## config.mk

```make
export PLATFORM = sky130hd
export DESIGN_NAME = vector_lane
export DESIGN_NICKNAME = d
export VERILOG_FILES = /design/src/vlane_op_pkg.sv /design/src/vlane_data_pkg.sv /design/src/lane_adder.sv /design/src/lane_bitwise.sv /design/src/lane_compare.sv /design/src/lane_result_stage.sv /design/src/vector_lane.sv
export SDC_FILE = /design/constraint.sdc
export NUM_CORES = 1
export LEC_CHECK = 0
export BUFFER_PORTS_ARGS = -buffer_cell sky130_fd_sc_hd__clkbuf_2
export CAP_MARGIN = 10
export CORE_ASPECT_RATIO = 0.7
export CORE_MARGIN = 2
export CORE_UTILIZATION = 44
export DETAILED_ROUTE_END_ITERATION = 7
export MAX_ROUTING_LAYER = met4
export SKIP_LAST_GASP = 1
export SLEW_MARGIN = 20
export SYNTH_ARGS = -nofsm -noshare
export SYNTH_HDL_FRONTEND = slang
export SYNTH_SLANG_ARGS = --single-unit
```

## constraint.sdc

```tcl
create_clock -name clk -period 15.8 [get_ports clk]
set_clock_uncertainty 0.05 [all_clocks]
set_input_delay 1.58 -clock clk [delete_from_list [all_inputs] [get_ports clk]]
set_output_delay 1.58 -clock clk [all_outputs]
set_load 0.005 [all_outputs]
```

## src/vlane_op_pkg.sv

```systemverilog
package vlane_op_pkg;

    // Lane operations, multiply and divide are not part of this lane
    typedef enum logic [4:0] {
        VADD, VSUB, VRSUB,
        VAND, VOR, VXOR,
        VSLL, VSRL, VSRA,
        VMSEQ, VMSNE, VMSLTU, VMSLT, VMSLEU, VMSLE, VMSGTU, VMSGT,
        VMINU, VMIN, VMAXU, VMAX,
        VMERGE
    } vlane_op_e;

    typedef enum logic [1:0] {
        EW8,
        EW16,
        EW32
    } vlane_sew_e;

    // Unit that owns an operation, merge sits under CLS_BIT
    typedef enum logic [1:0] {
        CLS_ADD,
        CLS_BIT,
        CLS_CMP,
        CLS_MINMAX
    } op_class_e;

    function automatic op_class_e op_class(input vlane_op_e op);
        case (op)
            VADD, VSUB, VRSUB: return CLS_ADD;
            VMSEQ, VMSNE, VMSLTU, VMSLT, VMSLEU, VMSLE, VMSGTU, VMSGT: return CLS_CMP;
            VMINU, VMIN, VMAXU, VMAX: return CLS_MINMAX;
            default: return CLS_BIT;
        endcase
    endfunction

endpackage

```

## src/vlane_data_pkg.sv

```systemverilog
package vlane_data_pkg;

    localparam int LANE_W = 32;

    // Element counts for the narrow widths
    localparam int NUM_B = 4;
    localparam int NUM_H = 2;

    // One lane word seen as a whole, as bytes or as halfwords
    typedef union packed {
        logic [LANE_W-1:0]      w;
        logic [NUM_B-1:0][7:0]  b;
        logic [NUM_H-1:0][15:0] h;
    } lane_word_u;

endpackage

```

## src/lane_adder.sv

```systemverilog
`timescale 1ns/1ps

module lane_adder (
    input  vlane_op_pkg::vlane_op_e           op_i,
    input  vlane_op_pkg::vlane_sew_e          sew_i,
    input  logic [vlane_data_pkg::LANE_W-1:0] opa_i,
    input  logic [vlane_data_pkg::LANE_W-1:0] opb_i,
    output logic [vlane_data_pkg::LANE_W-1:0] sum_o
);

    vlane_data_pkg::lane_word_u summand_a;
    vlane_data_pkg::lane_word_u sub_src;
    vlane_data_pkg::lane_word_u sub_neg;
    vlane_data_pkg::lane_word_u summand_b;
    vlane_data_pkg::lane_word_u sum_u;
    logic                       is_rsub;
    logic                       is_sub;
    logic                       link;
    logic                       carry;
    logic [8:0]                 byte_sum;

    assign is_rsub = (op_i == vlane_op_pkg::VRSUB);
    assign is_sub  = (op_i == vlane_op_pkg::VSUB) || is_rsub;

    // Reverse subtract swaps the roles of the operands
    assign summand_a.w = is_rsub ? opb_i : opa_i;
    assign sub_src.w   = is_rsub ? opa_i : opb_i;

    // Two's complement taken per element
    always_comb begin
        sub_neg.w = -sub_src.w;
        if (sew_i == vlane_op_pkg::EW8) begin
            for (int i = 0; i < vlane_data_pkg::NUM_B; i++) begin
                sub_neg.b[i] = -sub_src.b[i];
            end
        end else if (sew_i == vlane_op_pkg::EW16) begin
            for (int i = 0; i < vlane_data_pkg::NUM_H; i++) begin
                sub_neg.h[i] = -sub_src.h[i];
            end
        end
    end

    assign summand_b.w = is_sub ? sub_neg.w : opb_i;

    ////////////////////////////////////////
    // Byte sums with segmented carry
    ////////////////////////////////////////

    always_comb begin
        carry = 1'b0;
        for (int i = 0; i < vlane_data_pkg::NUM_B; i++) begin
            // Carry only stays inside one element
            link = ((sew_i == vlane_op_pkg::EW32) && (i != 0)) ||
                   ((sew_i == vlane_op_pkg::EW16) && (i % 2 == 1));
            byte_sum = {1'b0, summand_a.b[i]} + {1'b0, summand_b.b[i]} + {8'd0, link & carry};
            carry = byte_sum[8];
            sum_u.b[i] = byte_sum[7:0];
        end
    end

    assign sum_o = sum_u.w;

endmodule

```

## src/lane_bitwise.sv

```systemverilog
`timescale 1ns/1ps

module lane_bitwise #(
    parameter bit LOGIC_EN = 1'b1
) (
    input  vlane_op_pkg::vlane_op_e           op_i,
    input  vlane_op_pkg::vlane_sew_e          sew_i,
    input  logic [vlane_data_pkg::LANE_W-1:0] opa_i,
    input  logic [vlane_data_pkg::LANE_W-1:0] opb_i,
    output logic [vlane_data_pkg::LANE_W-1:0] bit_o
);

    vlane_data_pkg::lane_word_u opa_u;
    vlane_data_pkg::lane_word_u opb_u;
    vlane_data_pkg::lane_word_u shift_u;
    logic [vlane_data_pkg::LANE_W-1:0] logic_res;

    assign opa_u.w = opa_i;
    assign opb_u.w = opb_i;

    always_comb begin
        case (op_i)
            vlane_op_pkg::VAND: logic_res = opa_i & opb_i;
            vlane_op_pkg::VOR:  logic_res = opa_i | opb_i;
            default:            logic_res = opa_i ^ opb_i;
        endcase
    end

    ////////////////////////////////////////
    // Per-element shifts
    ////////////////////////////////////////

    // Amount comes from the low bits of the matching opb element
    always_comb begin
        shift_u.w = '0;
        case (sew_i)
            vlane_op_pkg::EW8: begin
                for (int i = 0; i < vlane_data_pkg::NUM_B; i++) begin
                    case (op_i)
                        vlane_op_pkg::VSLL: shift_u.b[i] = opa_u.b[i] << opb_u.b[i][2:0];
                        vlane_op_pkg::VSRL: shift_u.b[i] = opa_u.b[i] >> opb_u.b[i][2:0];
                        default: shift_u.b[i] = $signed(opa_u.b[i]) >>> opb_u.b[i][2:0];
                    endcase
                end
            end
            vlane_op_pkg::EW16: begin
                for (int i = 0; i < vlane_data_pkg::NUM_H; i++) begin
                    case (op_i)
                        vlane_op_pkg::VSLL: shift_u.h[i] = opa_u.h[i] << opb_u.h[i][3:0];
                        vlane_op_pkg::VSRL: shift_u.h[i] = opa_u.h[i] >> opb_u.h[i][3:0];
                        default: shift_u.h[i] = $signed(opa_u.h[i]) >>> opb_u.h[i][3:0];
                    endcase
                end
            end
            default: begin
                case (op_i)
                    vlane_op_pkg::VSLL: shift_u.w = opa_u.w << opb_u.w[4:0];
                    vlane_op_pkg::VSRL: shift_u.w = opa_u.w >> opb_u.w[4:0];
                    default:            shift_u.w = $signed(opa_u.w) >>> opb_u.w[4:0];
                endcase
            end
        endcase
    end

    always_comb begin
        if (op_i inside {vlane_op_pkg::VAND, vlane_op_pkg::VOR, vlane_op_pkg::VXOR}) begin
            bit_o = LOGIC_EN ? logic_res : '0;
        end else if (op_i inside {vlane_op_pkg::VSLL, vlane_op_pkg::VSRL, vlane_op_pkg::VSRA}) begin
            bit_o = shift_u.w;
        end else begin
            bit_o = '0;
        end
    end

endmodule

```

## src/lane_compare.sv

```systemverilog
`timescale 1ns/1ps

module lane_compare #(
    parameter bit MINMAX_EN = 1'b1
) (
    input  vlane_op_pkg::vlane_op_e           op_i,
    input  vlane_op_pkg::vlane_sew_e          sew_i,
    input  logic [vlane_data_pkg::LANE_W-1:0] opa_i,
    input  logic [vlane_data_pkg::LANE_W-1:0] opb_i,
    input  logic [vlane_data_pkg::NUM_B-1:0]  mask_i,
    input  logic                              vm_i,
    output logic [vlane_data_pkg::NUM_B-1:0]  cmp_mask_o,
    output logic [vlane_data_pkg::LANE_W-1:0] minmax_o
);

    vlane_data_pkg::lane_word_u opa_u;
    vlane_data_pkg::lane_word_u opb_u;
    vlane_data_pkg::lane_word_u minmax_u;
    logic [vlane_data_pkg::NUM_B-1:0] eq;
    logic [vlane_data_pkg::NUM_B-1:0] gtu;
    logic [vlane_data_pkg::NUM_B-1:0] gts;
    logic [vlane_data_pkg::NUM_B-1:0] elem_en;
    logic [vlane_data_pkg::NUM_B-1:0] cmp_res;
    logic [vlane_data_pkg::NUM_B-1:0] greater;
    logic [vlane_data_pkg::NUM_B-1:0] take_a;

    assign opa_u.w = opa_i;
    assign opb_u.w = opb_i;

    ////////////////////////////////////////
    // Element flags, aligned to low bits
    ////////////////////////////////////////

    always_comb begin
        eq      = '0;
        gtu     = '0;
        gts     = '0;
        elem_en = 4'b0001;
        case (sew_i)
            vlane_op_pkg::EW8: begin
                elem_en = 4'b1111;
                for (int i = 0; i < vlane_data_pkg::NUM_B; i++) begin
                    eq[i]  = opa_u.b[i] == opb_u.b[i];
                    gtu[i] = opa_u.b[i] > opb_u.b[i];
                    gts[i] = $signed(opa_u.b[i]) > $signed(opb_u.b[i]);
                end
            end
            vlane_op_pkg::EW16: begin
                elem_en = 4'b0011;
                for (int i = 0; i < vlane_data_pkg::NUM_H; i++) begin
                    eq[i]  = opa_u.h[i] == opb_u.h[i];
                    gtu[i] = opa_u.h[i] > opb_u.h[i];
                    gts[i] = $signed(opa_u.h[i]) > $signed(opb_u.h[i]);
                end
            end
            default: begin
                eq[0]  = opa_u.w == opb_u.w;
                gtu[0] = opa_u.w > opb_u.w;
                gts[0] = $signed(opa_u.w) > $signed(opb_u.w);
            end
        endcase
    end

    always_comb begin
        case (op_i)
            vlane_op_pkg::VMSNE:  cmp_res = ~eq;
            vlane_op_pkg::VMSLTU: cmp_res = ~eq & ~gtu;
            vlane_op_pkg::VMSLT:  cmp_res = ~eq & ~gts;
            vlane_op_pkg::VMSLEU: cmp_res = ~gtu;
            vlane_op_pkg::VMSLE:  cmp_res = ~gts;
            vlane_op_pkg::VMSGTU: cmp_res = gtu;
            vlane_op_pkg::VMSGT:  cmp_res = gts;
            default:              cmp_res = eq;
        endcase
    end

    // Masked-off and unused elements read as zero
    assign cmp_mask_o = cmp_res & ({vlane_data_pkg::NUM_B{vm_i}} | mask_i) & elem_en;

    ////////////////////////////////////////
    // Min and max
    ////////////////////////////////////////

    assign greater = (op_i inside {vlane_op_pkg::VMIN, vlane_op_pkg::VMAX}) ? gts : gtu;
    assign take_a  = (op_i inside {vlane_op_pkg::VMAX, vlane_op_pkg::VMAXU}) ? greater : ~greater;

    always_comb begin
        minmax_u.w = take_a[0] ? opa_u.w : opb_u.w;
        if (sew_i == vlane_op_pkg::EW8) begin
            for (int i = 0; i < vlane_data_pkg::NUM_B; i++) begin
                minmax_u.b[i] = take_a[i] ? opa_u.b[i] : opb_u.b[i];
            end
        end else if (sew_i == vlane_op_pkg::EW16) begin
            for (int i = 0; i < vlane_data_pkg::NUM_H; i++) begin
                minmax_u.h[i] = take_a[i] ? opa_u.h[i] : opb_u.h[i];
            end
        end
    end

    assign minmax_o = MINMAX_EN ? minmax_u.w : '0;

endmodule

```

## src/lane_result_stage.sv

```systemverilog
`timescale 1ns/1ps

module lane_result_stage #(
    parameter bit MERGE_EN = 1'b1
) (
    input  logic                              clk,
    input  logic                              rst_n_i,
    input  logic                              valid_i,
    input  vlane_op_pkg::vlane_op_e           op_i,
    input  vlane_op_pkg::vlane_sew_e          sew_i,
    input  logic [vlane_data_pkg::LANE_W-1:0] opa_i,
    input  logic [vlane_data_pkg::LANE_W-1:0] opb_i,
    input  logic [vlane_data_pkg::NUM_B-1:0]  mask_i,
    input  logic [vlane_data_pkg::LANE_W-1:0] sum_i,
    input  logic [vlane_data_pkg::LANE_W-1:0] bit_i,
    input  logic [vlane_data_pkg::LANE_W-1:0] minmax_i,
    input  logic [vlane_data_pkg::NUM_B-1:0]  cmp_mask_i,
    output logic                              valid_o,
    output logic [vlane_data_pkg::LANE_W-1:0] result_o,
    output logic [vlane_data_pkg::NUM_B-1:0]  mask_o
);

    vlane_data_pkg::lane_word_u opa_u;
    vlane_data_pkg::lane_word_u opb_u;
    vlane_data_pkg::lane_word_u merge_u;
    logic [vlane_data_pkg::LANE_W-1:0] result_d;
    logic [vlane_data_pkg::NUM_B-1:0]  mask_d;

    assign opa_u.w = opa_i;
    assign opb_u.w = opb_i;

    // Set mask bit takes the opb element
    always_comb begin
        merge_u.w = mask_i[0] ? opb_u.w : opa_u.w;
        if (sew_i == vlane_op_pkg::EW8) begin
            for (int i = 0; i < vlane_data_pkg::NUM_B; i++) begin
                merge_u.b[i] = mask_i[i] ? opb_u.b[i] : opa_u.b[i];
            end
        end else if (sew_i == vlane_op_pkg::EW16) begin
            for (int i = 0; i < vlane_data_pkg::NUM_H; i++) begin
                merge_u.h[i] = mask_i[i] ? opb_u.h[i] : opa_u.h[i];
            end
        end
    end

    ////////////////////////////////////////
    // Result select
    ////////////////////////////////////////

    always_comb begin
        result_d = '0;
        mask_d   = '0;
        if (op_i == vlane_op_pkg::VMERGE) begin
            result_d = MERGE_EN ? merge_u.w : '0;
        end else begin
            case (vlane_op_pkg::op_class(op_i))
                vlane_op_pkg::CLS_ADD: result_d = sum_i;
                vlane_op_pkg::CLS_BIT: result_d = bit_i;
                vlane_op_pkg::CLS_CMP: mask_d = cmp_mask_i;
                default:               result_d = minmax_i;
            endcase
        end
    end

    // Result holds until the next strobe
    always_ff @(posedge clk) begin
        if (!rst_n_i) begin
            valid_o  <= 1'b0;
            result_o <= '0;
            mask_o   <= '0;
        end else begin
            valid_o <= valid_i;
            if (valid_i) begin
                result_o <= result_d;
                mask_o   <= mask_d;
            end
        end
    end

endmodule

```

## src/vector_lane.sv

```systemverilog
`timescale 1ns/1ps

module vector_lane #(
    parameter bit LOGIC_EN  = 1'b1,
    parameter bit MINMAX_EN = 1'b1,
    parameter bit MERGE_EN  = 1'b1
) (
    input  logic                              clk,
    input  logic                              rst_n_i,
    input  logic                              valid_i,
    input  vlane_op_pkg::vlane_op_e           op_i,
    input  vlane_op_pkg::vlane_sew_e          sew_i,
    input  logic [vlane_data_pkg::LANE_W-1:0] opa_i,
    input  logic [vlane_data_pkg::LANE_W-1:0] opb_i,
    input  logic [vlane_data_pkg::NUM_B-1:0]  mask_i,
    input  logic                              vm_i,
    output logic                              valid_o,
    output logic [vlane_data_pkg::LANE_W-1:0] result_o,
    output logic [vlane_data_pkg::NUM_B-1:0]  mask_o
);

    logic [vlane_data_pkg::LANE_W-1:0] sum;
    logic [vlane_data_pkg::LANE_W-1:0] bit_res;
    logic [vlane_data_pkg::LANE_W-1:0] minmax;
    logic [vlane_data_pkg::NUM_B-1:0]  cmp_mask;

    // Combinational units
    lane_adder adder_i (
        .op_i  (op_i),
        .sew_i (sew_i),
        .opa_i (opa_i),
        .opb_i (opb_i),
        .sum_o (sum)
    );

    lane_bitwise #(
        .LOGIC_EN(LOGIC_EN)
    ) bitwise_i (
        .op_i  (op_i),
        .sew_i (sew_i),
        .opa_i (opa_i),
        .opb_i (opb_i),
        .bit_o (bit_res)
    );

    lane_compare #(
        .MINMAX_EN(MINMAX_EN)
    ) compare_i (
        .op_i       (op_i),
        .sew_i      (sew_i),
        .opa_i      (opa_i),
        .opb_i      (opb_i),
        .mask_i     (mask_i),
        .vm_i       (vm_i),
        .cmp_mask_o (cmp_mask),
        .minmax_o   (minmax)
    );

    // Single register stage
    lane_result_stage #(
        .MERGE_EN(MERGE_EN)
    ) result_i (
        .clk        (clk),
        .rst_n_i    (rst_n_i),
        .valid_i    (valid_i),
        .op_i       (op_i),
        .sew_i      (sew_i),
        .opa_i      (opa_i),
        .opb_i      (opb_i),
        .mask_i     (mask_i),
        .sum_i      (sum),
        .bit_i      (bit_res),
        .minmax_i   (minmax),
        .cmp_mask_i (cmp_mask),
        .valid_o    (valid_o),
        .result_o   (result_o),
        .mask_o     (mask_o)
    );

endmodule

```

# Word level (Yosys, flattened, before mapping)
# Memories as Yosys holds them, arrays and structs flattened.
# Index checks and enable logic that the tools add are counted.
# word_totals
in_bits	79
regBits	37
romBits	64
mem_count	1
output_inout_bits	37
# memory_table
memory	words	word_bits	read_ports	rd_clocked_by_memory_dff	wr	line	rtl
(name not given)	32	2	1	0	0	vlane_op_pkg.sv:28	case (op)
# classes
n_eq_ne	30
bitwise_logic	15
shift	21
n_reduce_logical	8
magnitude_cmp	14
muxes	52
n_addsub	14
# op_table
op	n
$mux W32	14
$pmux W32 S2	3
$pmux W32 S3	1
$gt A16 B16 Y1	4
$gt A32 B32 Y1	2
$gt A8 B8 Y1	8
$mux W16	4
$mux W8	8
$pmux W16 S2	2
$pmux W8 S2	4
$eq A5 B4 Y1 const B	7
$and A32 B32 Y32	1
$eq A16 B16 Y1	2
$eq A32 B32 Y1	1
$eq A8 B8 Y1	4
$neg A16 Y16	2
$neg A32 Y32	1
$neg A8 Y8	4
$or A32 B32 Y32	1
$shl A16 B4 Y16	2
$shl A32 B5 Y32	1
$shl A8 B3 Y8	4
$shr A16 B4 Y16	2
$shr A32 B5 Y32	1
28 further kinds	71

# Depth between registers and ports, before layout
# depth
word_depth	15
ltp_mapped	57

# Modules after synthesis
# A second synthesis with hierarchy kept.
# hier_totals
cells_unflattened	2688
area_unflattened_um2	19059.5
# modules_own_cells
mod	n_inst	area_each_um2	cells_per_inst	seq_area_each_um2
lane_bitwise	1	10410.0	1489	0.0
lane_adder	1	3706.1	581	0.0
lane_result_stage	1	2727.6	306	740.7
lane_compare	1	2215.9	312	0.0

# Worst setup path after synthesis
# Ideal clock, no wire load.
# synth_timing
kind	input-to-reg
start	in op_i[2]
end	reg result_i.result_o[31] (netlist bit)
setup_time_ns	0.070
stages	55
arrival_ns	10.723
setup_slack_ns	4.957
path_cell_list	clkbuf_1 > nor3_1 > nand2_1 > clkbuf_1 > clkbuf_1 > clkbuf_1 > clkbuf_1 > clkbuf_1 > nor2_1 > a21oi_1 > ha_1 > o211ai_1 > nor2_1 > xnor2_1 > nor2_1 > a21oi_1 > o21ai_0 > ha_1 > (+19 left out) > o21ai_0 > nand2b_1 > a21o_1 > a21o_1 > a21o_1 > a21oi_1 > nor2b_1 > fa_1 > a21o_1 > a21oi_1 > o21bai_1 > a2111oi_0 > nor3_1 > xnor2_1 > xnor2_1 > a21oi_1 > a32oi_1 > a21boi_1
# synth_via
elab_chain_cells	15
# synth_rtl
element	line	rtl
start: declaration	vector_lane.sv:11	input vlane_op_pkg::vlane_op_e op_i,
$eq A5 B2 Y1	lane_adder.sv:22	assign is_rsub = (op_i == vlane_op_pkg::VRSUB);
$mux W32	lane_adder.sv:27	assign sub_src.w = is_rsub ? opa_i : opb_i;
$neg A32 Y32 / $neg A16 Y16 (equally long branches)	lane_adder.sv:31, lane_adder.sv:38	
$mux W32	lane_adder.sv:36	end else if (sew_i == vlane_op_pkg::EW16) begin
$mux W32	lane_adder.sv:32	if (sew_i == vlane_op_pkg::EW8) begin
$mux W32	lane_adder.sv:43	assign summand_b.w = is_sub ? sub_neg.w : opb_i;
$add A8 B8 Y9	lane_adder.sv:55	byte_sum = {1'b0, summand_a.b[i]} + {1'b0, summand_b.b[i]} + {8'd0, link & carry};
$and A1 B1 Y1	lane_adder.sv:55	
$add A9 B1 Y9	lane_adder.sv:55	
$and A1 B1 Y1	lane_adder.sv:55	
$add A9 B1 Y9	lane_adder.sv:55	
$and A1 B1 Y1	lane_adder.sv:55	
$add A8 B1 Y8	lane_adder.sv:55	
$pmux W32 S3	lane_result_stage.sv:56	case (vlane_op_pkg::op_class(op_i))
$mux W32 *	lane_result_stage.sv:53	if (op_i == vlane_op_pkg::VMERGE) begin
end signal: assignment	lane_result_stage.sv:74	result_o <= result_d;
end: declaration	lane_result_stage.sv:19	output logic [vlane_data_pkg::LANE_W-1:0] result_o,
# Mark *: on every way between the ends. The rest lies on a longest branch, timed or not. The select of a mux whose other input is x is not followed.
# A chain may end at the register's enable or synchronous reset.

# Worst setup path in the final report
# layout_timing
start	in op_i[1]
end	reg result_i.result_o[31] (netlist bit)
# The elaborated chain is that of the path after synthesis.

==> impl_metrics.json <==
{
  "outcome": "finished clean",
  "place_hpwl_um": 70400,
  "vias": 23600,
  "r2r_cells": 4,
  "reg2reg_slack_ns": 13.86,
  "grt_pass1_vias": 21100,
  "fmax_ghz": 0.0844,
  "fp.coreArea_sq_um": 42100,
  "grt_overflow": 0,
  "ioPinCount": 116,
  "cts.htree.levels": 2,
  "numCtsBuffers": 5,
  "max_stage_delay_ns": 0.74,
  "period_share": 0.750,
  "clkTransAtPathRegs_ns": 0.08,
  "cts_setup_buffers": 0,
  "seq_area_frac_synth": 0.0397,
  "cts_tree": "built",
  "cp-end-kind": "flip-flop",
  "synthCells": 2732,
  "rsz0062_at_grt": "false",
  "synth_edf_count": 0,
  "syn_nets": 2953,
  "ys_types": 92,
  "drive_gt1_frac": 0.149,
  "synth_area_leader_cell": "mux4_2",
  "grt.busiest_layer": "met2",
  "synth_top_area_share": 0.130,
  "wl_um": 102000,
  "timing.rr.start": "result_i.result_o[18]",
  "maxSlewViolCount": 0,
  "peakVddDrop_mv": 0.0390,
  "final_common_cell": "nor2_1",
  "insertion_delay_ns": 0.33,
  "ys_warn_count": 0,
  "critPathLaunch": "op_i[1]",
  "layout_common_cells": "nor2_1, nand2_1, a21oi_1, o21ai_0, ha_1",
  "critPathSlowestCell": "o31ai_1",
  "fin_nets": 2850,
  "hp-start": "result_i.mask_o[0]",
  "finalSetupTns_ns": 0,
  "hold_class": "reg -> reg",
  "ant_nets": 0,
  "ys_ff_latch": 37,
  "dieArea_sq_um": 44100,
  "portBuffers": 115,
  "die_h_um": 176,
  "p_leak_nw": 7.59,
  "grt_util_met2": 0.634,
  "drc": 0,
  "relSlewSlack": 0.173,
  "rows": 63,
  "areaGrowthSynthToFinish_pct": 4.94,
  "worstPathArrival_ns": 12.06,
  "drt-vias-per-instance": 7.41,
  "period_minus_slack_ns": 11.85,
  "grt_use_met1": 0.625,
  "use_met3": 0.127,
  "syn-cell-area_sq_um": 18700,
  "clockBufferDepth": 2,
  "setup_viol": 0,
  "wire_per_inst_um": 31.9,
  "grt_pass1_wl_um": 147000,
  "antenna_found_initial": 3,
  "cp_common_cell": "a21o_1",
  "path_max_fanout": 50,
  "critPathLaunchType": "input port",
  "start_util": 0.444,
  "grt_start_max_net_pins": 79,
  "path_class": "in -> reg",
  "synth_flop_cell": "dfxtp_1",
  "clock-root-buffer": "clkbuf_16",
  "track_usage": 0.459,
  "worst_slew_pin_slew_ns": 1.24,
  "worstPathRequired_ns": 16.01,
  "post_cts_resized": 0,
  "synth_area_leaders": "mux4_2, ha_1, a21oi_1, nor2_1, o21ai_0",
  "async_reset_ff_frac": 0,
  "p_per_area_nw_per_um2": 46.1,
  "cts_hold_buf": 0,
  "die_x_um": 250,
  "drtIter0Drc": 3839,
  "clock-sinks": 37,
  "whs_path_depth": 2,
  "syn_avg_cell_area_sq_um": 6.83,
  "maxCapViolCount": 0,
  "dp.cells": 3174,
  "gp_congestion": 1.02,
  "dr.pass1.iters": 7,
  "hold_violations": 0,
  "stdcell_count": 3187
}
==> cells in the mapped netlist, drive strengths merged, types with 62 or more instances <==
| cell | n |
|---|---|
| a21oi | 274 |
| a221oi | 63 |
| clkbuf | 255 |
| ha | 135 |
| inv | 93 |
| mux2i | 96 |
| mux4 | 108 |
| nand2 | 281 |
| nand3 | 63 |
| nor2 | 321 |
| nor3 | 62 |
| o21ai | 244 |
==> cells by family (layout without fill, tap and decap cells) <==
kind of cell / Yosys count / after routing / share of synthesized area
buffers and inverters: 407 / 305 / 0.0860
and+or+nand+nor: 865 / 865 / 0.205
adders and majority gates: 142 / 142 / 0.0980
other: 0 / 5 / 0
xor gates and xnor gates: 48 / 48 / 0.0255
muxes: 219 / 219 / 0.191
DFF: 37 / 37 / 0.0397
AOI/OAI and AO/OA: 1014 / 1014 / 0.355
==> per-layer routing <==
metal / share of wire / wire length, um / up-vias
met5: 0 / 0 / -
met4: 0.048 / 4890 / 0
met3: 0.14 / 14300 / 297
met2: 0.40 / 40800 / 1924
met1: 0.41 / 41800 / 11300
li1: - / - / 10100
==> sequential cells by signal, indices dropped and copies added, names as in the netlist <==
register / flops
result_i.mask_o: 4
result_i.valid_o: 1
result_i.result_o: 32
==> power by group <==
group,switching (mW),internal (mW)
Clock,0.0651,0.0589
Sequential,0.00489,0.0992
Combinational,0.441,0.233
==> cell type report <==
cell class,count,area [sq um]
Tap cell,552,691
Sequential cell,37,741
Multi-Input combinational cell,2288,16400
Clock inverter,2,10.0
Clock buffer,6,129
Antenna cell,5,12.5
Inverter,98,368
Fill cell,4388,22500
Timing Repair Buffer,199,1210
==> worst max-delay path, delay by kind of cell <==
| kind | cells | cell delay [ns] |
|---|---|---|
| AOI/OAI and AO/OA | 25 | 5.66 |
| xor gates and xnor gates | 2 | 0.33 |
| adders and majority gates | 6 | 1.84 |
| and+or+nand+nor | 11 | 1.54 |
| buffers and inverters | 4 | 1.06 |
==> path summary, 6_finish.rpt <==
kind                                end
setup reg to reg  result_i.result_o[18]
hold / removal       result_i.mask_o[0]
hold reg to reg      result_i.mask_o[0]
setup / recovery  result_i.result_o[31]
==> through the flow <==
step,worst slack (ns),cell area (sq um),utilization,power [mW],hold slack [ns]
6_report,3.95,19600,0.466,0.903,0.413
4_1_cts,4.15,19600,0.465,0.871,0.414
2_1_floorplan,4.96,18700,-,0.536,0.399
5_1_grt,3.21,19600,0.465,0.939,0.448
3_5_place_dp,3.87,19400,0.462,0.749,0.395
3_3_place_gp,3.98,19400,0.462,0.746,0.387
Power figures use the tool's default switching activity.
